[src/verilog/calc_pkg.sv]
// Calculator package: sizes, key codes, FSM states, memory write port and APB structs
package calc_pkg;

    localparam int data_width     = 16;               // Operand and result width
    localparam int bcd_digits     = 5;                // Display digit count
    localparam int bcd_width      = 4 * bcd_digits;   // Packed BCD width
    localparam int mem_words      = 3;                // Stored words
    localparam int apb_addr_width = 4;                // Byte address bits

    // Keypad opcodes, 14 and 15 are left unencoded
    typedef enum logic [3:0] {
        key_0     = 4'd0,
        key_1     = 4'd1,
        key_2     = 4'd2,
        key_3     = 4'd3,
        key_4     = 4'd4,
        key_5     = 4'd5,
        key_6     = 4'd6,
        key_7     = 4'd7,
        key_8     = 4'd8,
        key_9     = 4'd9,
        key_plus  = 4'd10,
        key_minus = 4'd11,
        key_equal = 4'd12,
        key_clear = 4'd13
    } key_code_t;

    typedef struct packed {
        logic      valid;                             // One-cycle strobe
        key_code_t code;
    } key_event_t;

    typedef enum logic [2:0] {
        st_first,                                     // Entering operand 1
        st_second,                                    // Entering operand 2
        st_calc,                                      // Add or subtract
        st_convert,                                   // Waiting on BCD converter
        st_show                                       // Result on display
    } calc_state_t;

    typedef enum logic [1:0] {
        word_operand1 = 2'd0,
        word_operand2 = 2'd1,
        word_result   = 2'd2
    } mem_addr_t;

    typedef struct packed {
        logic                  en;
        mem_addr_t             addr;
        logic [data_width-1:0] data;
    } mem_wr_t;

    typedef struct packed {
        logic                      psel;
        logic                      penable;
        logic                      pwrite;
        logic [apb_addr_width-1:0] paddr;             // Byte address
        logic [data_width-1:0]     pwdata;
    } apb_req_t;

    typedef struct packed {
        logic [data_width-1:0] prdata;
        logic                  pready;
        logic                  pslverr;
    } apb_rsp_t;

endpackage

[src/verilog/bin_to_bcd.sv]
// Sequential double dabble converter from 16-bit binary to five BCD digits
`timescale 1ns/1ps

module bin_to_bcd (
    input  logic                            clk,
    input  logic                            reset,
    input  logic                            start,   // Load value
    input  logic [calc_pkg::data_width-1:0] value,   // Binary input
    output logic                            done,    // One-cycle pulse
    output logic [calc_pkg::bcd_width-1:0]  bcd      // Stable after done
);
    import calc_pkg::*;

    localparam int sr_width  = bcd_width + data_width;
    localparam int cnt_width = $clog2(data_width);

    logic [sr_width-1:0]  shift_reg;                 // {bcd, binary}
    logic [sr_width-1:0]  shift_next;
    logic [cnt_width-1:0] step_cnt;
    logic                 active;

    // Add 3 to each digit >= 5 and then shift left one
    function automatic logic [sr_width-1:0] dabble_step(input logic [sr_width-1:0] sr);
        logic [bcd_width-1:0] digits;
        digits = sr[sr_width-1 -: bcd_width];
        for (int i = 0; i < bcd_digits; i++) begin
            if (digits[4*i +: 4] >= 4'd5) begin
                digits[4*i +: 4] = digits[4*i +: 4] + 4'd3;
            end
        end
        return {digits, sr[data_width-1:0]} << 1;
    endfunction

    assign shift_next = dabble_step(shift_reg);

    // Step control
    always_ff @(posedge clk or posedge reset) begin
        if (reset) begin
            active   <= 1'b0;
            step_cnt <= '0;
            done     <= 1'b0;
        end else begin
            done <= 1'b0;
            if (start) begin
                active   <= 1'b1;
                step_cnt <= '0;
            end else if (active) begin
                step_cnt <= step_cnt + cnt_width'(1);
                if (step_cnt == cnt_width'(data_width - 1)) begin
                    active <= 1'b0;                  // Last shift
                    done   <= 1'b1;                  // Finish cycle
                end
            end
        end
    end

    // Shift register and result
    always_ff @(posedge clk) begin
        if (start) begin
            shift_reg <= {{bcd_width{1'b0}}, value};
        end else if (active) begin
            shift_reg <= shift_next;
            if (step_cnt == cnt_width'(data_width - 1)) begin
                bcd <= shift_next[sr_width-1 -: bcd_width];  // Held until next run
            end
        end
    end

endmodule

[src/verilog/operand_memory.sv]
// Operand memory: three words, controller write port and read-only APB slave
`timescale 1ns/1ps

module operand_memory (
    input  logic               clk,
    input  logic               reset,
    input  calc_pkg::mem_wr_t  mem_wr,     // From controller
    input  calc_pkg::apb_req_t apb_req,    // Host request
    output calc_pkg::apb_rsp_t apb_rsp     // Zero wait state response
);
    import calc_pkg::*;

    logic [data_width-1:0] words [mem_words];
    logic                  access;                  // APB access phase
    logic [1:0]            word_idx;                // Byte address to word
    logic                  addr_hit;
    logic                  wr_hit;

    assign access   = apb_req.psel && apb_req.penable;
    assign word_idx = apb_req.paddr[3:2];

    // Word aligned and inside the three words
    assign addr_hit = (apb_req.paddr[1:0] == 2'b00) && (int'(word_idx) < mem_words);

    assign wr_hit = mem_wr.en && (int'(mem_wr.addr) < mem_words);

    always_ff @(posedge clk or posedge reset) begin
        if (reset) begin
            for (int i = 0; i < mem_words; i++) begin
                words[i] <= '0;                     // Reads return zero after reset
            end
        end else if (wr_hit) begin
            words[mem_wr.addr] <= mem_wr.data;
        end
    end

    // Same-cycle read data, so pready follows the access phase
    always_comb begin
        apb_rsp.pready  = access;
        apb_rsp.pslverr = access && (apb_req.pwrite || !addr_hit);  // Host writes refused
        apb_rsp.prdata  = '0;
        if (access && !apb_req.pwrite && addr_hit) begin
            apb_rsp.prdata = words[word_idx];
        end
    end

endmodule

[src/verilog/calc_controller.sv]
// Calculator controller: key entry FSM, operand build, add/sub, memory writes, display latch
`timescale 1ns/1ps

module calc_controller (
    input  logic                             clk,
    input  logic                             reset,
    input  calc_pkg::key_event_t             key,          // Keypad strobe
    input  logic                             conv_done,    // Converter finished
    input  logic [calc_pkg::bcd_width-1:0]   conv_bcd,     // Converted digits
    output calc_pkg::mem_wr_t                mem_wr,       // Operand memory write port
    output logic                             conv_start,   // One-cycle converter kick
    output logic [calc_pkg::data_width-1:0]  conv_value,   // Value to convert
    output logic                             busy,         // Keys dropped while high
    output logic                             complete,     // High for the st_show cycle
    output logic [calc_pkg::bcd_width-1:0]   display_bcd   // Held until next complete
);
    import calc_pkg::*;

    calc_state_t           state;
    calc_state_t           state_next;
    key_code_t             op_key;                         // Plus or minus
    logic [data_width-1:0] operand1;
    logic [data_width-1:0] operand2;
    logic [data_width-1:0] result;
    logic [data_width-1:0] entry_value;                    // Operand being typed
    logic [data_width-1:0] entry_next;                     // Value times ten plus digit
    logic [data_width-1:0] digit_value;
    logic [data_width-1:0] calc_value;
    logic                  key_ok;
    logic                  key_digit;
    logic                  wr_en;
    mem_addr_t             wr_addr;
    logic [data_width-1:0] wr_data;

    assign busy     = (state == st_calc) || (state == st_convert) || (state == st_show);
    assign complete = (state == st_show);
    assign key_ok   = key.valid && !busy;                  // Only acceptance point for keys
    assign key_digit = key_ok && (key.code <= key_9);

    // Decimal shift, x*10 = x*8 + x*2, wraps at 16 bits
    assign entry_value = (state == st_second) ? operand2 : operand1;
    assign digit_value = data_width'(key.code);
    assign entry_next  = (entry_value << 3) + (entry_value << 1) + digit_value;

    assign calc_value = (op_key == key_minus) ? (operand1 - operand2)
                                              : (operand1 + operand2);

    assign mem_wr     = '{en: wr_en, addr: wr_addr, data: wr_data};
    assign conv_value = result;

    always_ff @(posedge clk or posedge reset) begin
        if (reset) begin
            state <= st_first;
        end else begin
            state <= state_next;
        end
    end

    always_comb begin
        state_next = state;
        case (state)
            st_first: begin
                if (key_ok && (key.code == key_plus || key.code == key_minus)) begin
                    state_next = st_second;                // Operator picked
                end
            end
            st_second: begin
                if (key_ok && key.code == key_clear) begin
                    state_next = st_first;
                end else if (key_ok && key.code == key_equal) begin
                    state_next = st_calc;
                end
            end
            st_calc:    state_next = st_convert;           // Single compute cycle
            st_convert: begin
                if (conv_done) begin
                    state_next = st_show;
                end
            end
            st_show:    state_next = st_first;
            default:    state_next = st_first;
        endcase
    end

    // Operands, operation, strobes and display
    always_ff @(posedge clk or posedge reset) begin
        if (reset) begin
            operand1    <= '0;
            operand2    <= '0;
            op_key      <= key_plus;
            wr_en       <= 1'b0;
            conv_start  <= 1'b0;
            display_bcd <= '0;
        end else begin
            wr_en      <= 1'b0;                            // Pulses by default
            conv_start <= 1'b0;
            case (state)
                st_first, st_second: begin
                    if (key_digit) begin
                        if (state == st_first) begin
                            operand1 <= entry_next;
                        end else begin
                            operand2 <= entry_next;
                        end
                        wr_en <= 1'b1;                     // Store lands one cycle later
                    end else if (key_ok && key.code == key_clear) begin
                        operand1 <= '0;                    // Memory keeps old words
                        operand2 <= '0;
                        op_key   <= key_plus;
                    end else if (key_ok && state == st_first &&
                                 (key.code == key_plus || key.code == key_minus)) begin
                        op_key <= key.code;
                    end
                end
                st_calc: begin
                    wr_en      <= 1'b1;                    // Result word
                    conv_start <= 1'b1;                    // First st_convert cycle
                end
                st_convert: begin
                    if (conv_done) begin
                        display_bcd <= conv_bcd;           // Visible with complete
                    end
                end
                st_show: begin
                    operand1 <= '0;
                    operand2 <= '0;
                    op_key   <= key_plus;
                end
                default: begin
                    operand1 <= '0;
                    operand2 <= '0;
                end
            endcase
        end
    end

    // Write payload and result
    always_ff @(posedge clk) begin
        if (state == st_calc) begin
            result  <= calc_value;
            wr_addr <= word_result;
            wr_data <= calc_value;
        end else if (key_digit) begin
            wr_addr <= (state == st_second) ? word_operand2 : word_operand1;
            wr_data <= entry_next;
        end
    end

endmodule

[src/verilog/calc_top.sv]
// Calculator top level: controller, operand memory and BCD converter
`timescale 1ns/1ps

module calc_top (
    input  logic                            clk,
    input  logic                            reset,
    input  calc_pkg::key_event_t            key,          // Keypad strobes
    input  calc_pkg::apb_req_t              apb_req,      // Host read port
    output calc_pkg::apb_rsp_t              apb_rsp,
    output logic                            busy,         // Keys dropped
    output logic                            complete,     // Result ready pulse
    output logic [calc_pkg::bcd_width-1:0]  display_bcd   // Five BCD digits
);
    import calc_pkg::*;

    mem_wr_t               mem_wr;                         // Controller to memory
    logic                  conv_start;
    logic [data_width-1:0] conv_value;
    logic                  conv_done;
    logic [bcd_width-1:0]  conv_bcd;

    calc_controller controller_i (
        .clk         (clk),
        .reset       (reset),
        .key         (key),
        .conv_done   (conv_done),
        .conv_bcd    (conv_bcd),
        .mem_wr      (mem_wr),
        .conv_start  (conv_start),
        .conv_value  (conv_value),
        .busy        (busy),
        .complete    (complete),
        .display_bcd (display_bcd)
    );

    // Words readable by the host
    operand_memory memory_i (
        .clk     (clk),
        .reset   (reset),
        .mem_wr  (mem_wr),
        .apb_req (apb_req),
        .apb_rsp (apb_rsp)
    );

    // 17 cycles start to done
    bin_to_bcd converter_i (
        .clk   (clk),
        .reset (reset),
        .start (conv_start),
        .value (conv_value),
        .done  (conv_done),
        .bcd   (conv_bcd)
    );

endmodule

[config.mk]
export PLATFORM = sky130hd
export DESIGN_NAME = calc_top
export DESIGN_NICKNAME = d
export VERILOG_FILES = /design/src/verilog/calc_pkg.sv /design/src/verilog/bin_to_bcd.sv /design/src/verilog/operand_memory.sv /design/src/verilog/calc_controller.sv /design/src/verilog/calc_top.sv
export SDC_FILE = /design/constraint.sdc
export NUM_CORES = 1
export LEC_CHECK = 0
export BUFFER_PORTS_ARGS = -buffer_cell sky130_fd_sc_hd__buf_2
export CAP_MARGIN = 10
export CORE_MARGIN = 8
export CORE_UTILIZATION = 45
export DETAILED_ROUTE_END_ITERATION = 10
export PLACE_DENSITY = 0.61
export SETUP_SLACK_MARGIN = 0.15
export SLEW_MARGIN = 20
export SYNTH_ARGS = -nofsm -noshare
export SYNTH_HDL_FRONTEND = slang
export SYNTH_SLANG_ARGS = --single-unit
[constraint.sdc]
create_clock -name clk -period 7.4 [get_ports clk]
set_clock_uncertainty 0.15 [all_clocks]
set_input_delay 1.48 -clock clk [delete_from_list [all_inputs] [get_ports clk]]
set_output_delay 1.48 -clock clk [all_outputs]
set_load 0.01 [all_outputs]
==> impl_metrics.yaml <==
outcome:
  outcome: "finished, final reports clean"
finish:
  nets: 1087
  layout.cells.most_common: "sky130_fd_sc_hd__dfrtp_1"
  mostFrequentLayoutCells: "113 x sky130_fd_sc_hd__dfrtp_1, 100 x sky130_fd_sc_hd__mux2_2, 98 x sky130_fd_sc_hd__nand2_1, 84 x sky130_fd_sc_hd__nor2_1, 68 x sky130_fd_sc_hd__edfxtp_1"
  insertedDiodeCount: 0
  area_growth_pct: 11.3
  largest_register_ff_count: 48
  drive_above_1_share: 0.218
synth:
  synth_largest_area_cell: "sky130_fd_sc_hd__dfrtp_1"
  synthFlopType: "sky130_fd_sc_hd__dfrtp_1"
  total_nets_after_synthesis: 1043
  synthesis.yosys.warnings: 0
  syn-cell-area_um2: 10700
  netlist_instances: 957
  synth_enable_flop_cells: 68
  mean_instance_size_in_the_synthesized_netlist_um2: 11.2
  asyncSetResetFlopFracSynth: 0.561
  ys_seq_area_frac: 0.500
  yosysTopAreaCellShare: 0.264
  ys_types: 69
  ys_top_cells_by_area: "sky130_fd_sc_hd__dfrtp_1 26%, sky130_fd_sc_hd__edfxtp_1 19%, sky130_fd_sc_hd__mux2_2 10%"
  synth-seq-cells: 205
worst_setup_path:
  crit_path_end_kind: "primary output"
  crit-reg2reg-launch: "controller_i.state[0]"
  timing.critical_path.fanout_max: 18
  criticalPathCategory: "in -> out"
  worstSetupEndpoint: "apb_rsp[2]"
  critical_path_arrival_ns: 3.24
  worst_r2r_path_depth: 11
  ff2ff_setup_slack_ns: 2.78
  endpoint_of_the_most_critical_register_to_register_path: "controller_i.wr_data[14]"
  setup.worst_path.start_class: "input port"
  worstSetupStartpoint: "apb_req[19]"
  required_ns: 5.77
grt:
  first_global_vias: 6936
  global_route.overflow_total: 0
  grt_first_pass_wirelength_mm: 35.7
  globalRouteTotalUtil: 0.148
  pin_count_of_the_biggest_net_entering_global_routing: 60
  grt_antenna_before_repair: 0
routing:
  routed_via_density: 5.20
  drtIter0Drc: 394
  route.detailed.wl_per_inst_um: 15.7
  drt-pass1-iter-count: 4
  routed_vias: 6943
  route.final.wire_length_mm: 20.9
  ant_nets: 0
  remaining_drc_errors: 0
sta:
  period_share: 0.659
  final_setup_margin_ns: 2.53
  post_route_hold_slack_ns: 0.324
  max_slew_margin: 0.289
  timing.setup.tns_ns: 0
  worst_tran_pin_value_ns: 1.06
  maxClockFrequency_mhz: 205
  finalSetupViolCount: 0
  max_slew_violations: 0
  finalHoldViolations: 0
  time_the_final_worst_path_needs_with_i_o_delays_and_setup_ns: 4.87
  rsz_0062_raised_after_global_routing: "false"
cts:
  cts.sink_count: 205
  cts_tree: "yes"
  clock_transition_at_path_regs_ns: 0.06
  ctsLongestPathBuffers: 3
  number_of_buffers_created_by_cts: 21
  cts_root_buf: "sky130_fd_sc_hd__clkbuf_16"
  cts_hold_repair.buffers: 0
  cts-htree-levels: 1
  post_cts_buffers: 0
  post_cts_resized: 0
  clkLatencyLatePin_ns: 0.49
floorplan:
  floorplan.rows: 56
  dieWidth_um: 170
  core_region_area_um2: 23500
  floorplan.io_pins: 70
  die_height_um: 170
  fp.dieArea_um2: 29000
  floorplan.initialDensity: 0.457
placed_design:
  dp_worst_setup_slack_ns: 2.48
  dp.final_hpwl_mm: 15.1
  globalplace.congestion: 0.838
  buffers_added_on_ports: 53
power_and_ir_drop:
  seq_power_share: 0.527
  cellInternalPower_mw: 1.77
  power.clock.fraction: 0.456
  switching_power_uw: 445
  vdd_ir_drop_max_mv: 0.135
  power_density_nw_per_um2: 185
  power_leakage_nw: 5.30
  switching_share: 0.201
  power.share.combinational: 0.017
job:
  cap_viol_max_count: 0
hold_path:
  worstHoldPathType: "reg -> reg"
-- worst max-delay path: stages --
cell and delay, ns:
sky130_fd_sc_hd__buf_2 0.28, sky130_fd_sc_hd__a2111oi_0 0.60, sky130_fd_sc_hd__nand2_1 0.48, sky130_fd_sc_hd__nor2_1 0.25, sky130_fd_sc_hd__buf_2 0.16
-- power by group through the flow --
stage	Clock (mW)	Sequential [mW]	Combinational, mW
CTS	1.04	1.16	0.0403
floorplan	0	1.19	0.0253
global placement	0	1.19	0.0400
finish	1.01	1.17	0.0386
global route	1.08	1.16	0.0445
detailed placement	0	1.19	0.0401
-- worst min-delay path by stage --
stage	startpoint	end	cells after the start
floorplan	converter_i.shift_reg[15]	converter_i.bcd[0]	0
global placement	converter_i.shift_reg[15]	converter_i.bcd[0]	0
detailed placement	converter_i.shift_reg[15]	converter_i.bcd[0]	0
CTS	converter_i.shift_reg[15]	converter_i.bcd[0]	0
global route	converter_i.shift_reg[15]	converter_i.bcd[0]	0
finish	converter_i.shift_reg[15]	converter_i.bcd[0]	0
-- metal layers --
layer | share of wire | track usage
met3 | 0.044 | 0.0190
met5 | 0 | 0
met1 | 0.50 | 0.218
met2 | 0.44 | 0.228
met4 | 0.015 | 0.0347
-- synthesized netlist by cell type (all sizes together) (7+ instances only) --
library cell / count
clkbuf: 24
o31ai: 14
ha: 53
buf: 16
xor2: 20
o21ai: 50
inv: 33
nand2: 99
mux2: 100
nor2: 86
nor2b: 7
xnor2: 27
a21oi: 51
dfxtp: 22
nand2b: 16
a21o: 10
nor3: 11
dfrtp: 113
edfxtp: 68
nand3: 11
mux2i: 41
-- logic make-up (layout without fill, tap and decap cells) --
family | Yosys count | in the layout | share of synthesized area
adder cells (fa/ha/maj) | 56 | 56 | 0.0674
AND/OR/NAND/NOR | 265 | 265 | 0.117
flip-flops | 205 | 205 | 0.500
AO/OA/AOI/OAI | 170 | 170 | 0.104
XOR/XNOR | 47 | 47 | 0.0398
buffers and inverters | 73 | 132 | 0.0286
multiplexers | 141 | 141 | 0.144
-- metrics by stage --
step	util	power (mW)	cell area, um2	std cells
5_1_grt	0.509	2.29	11900	1335
2_1_floorplan	-	1.21	10700	957
4_1_cts	0.509	2.25	11900	1335
3_3_place_gp	0.481	1.23	11300	1297
6_report	0.509	2.21	11900	1335
3_5_place_dp	0.481	1.23	11300	1297
-- layout make-up --
cell class                 count  area, um2
multi-input combinational    679       5070
inverter                      33        126
fill                        2093      11500
tap                          319        399
clock inverter                 6       60.1
sequential                   205       5360
timing repair buffer          61        325
clock buffer                  32        597
(Power assumes the default switching activity.)
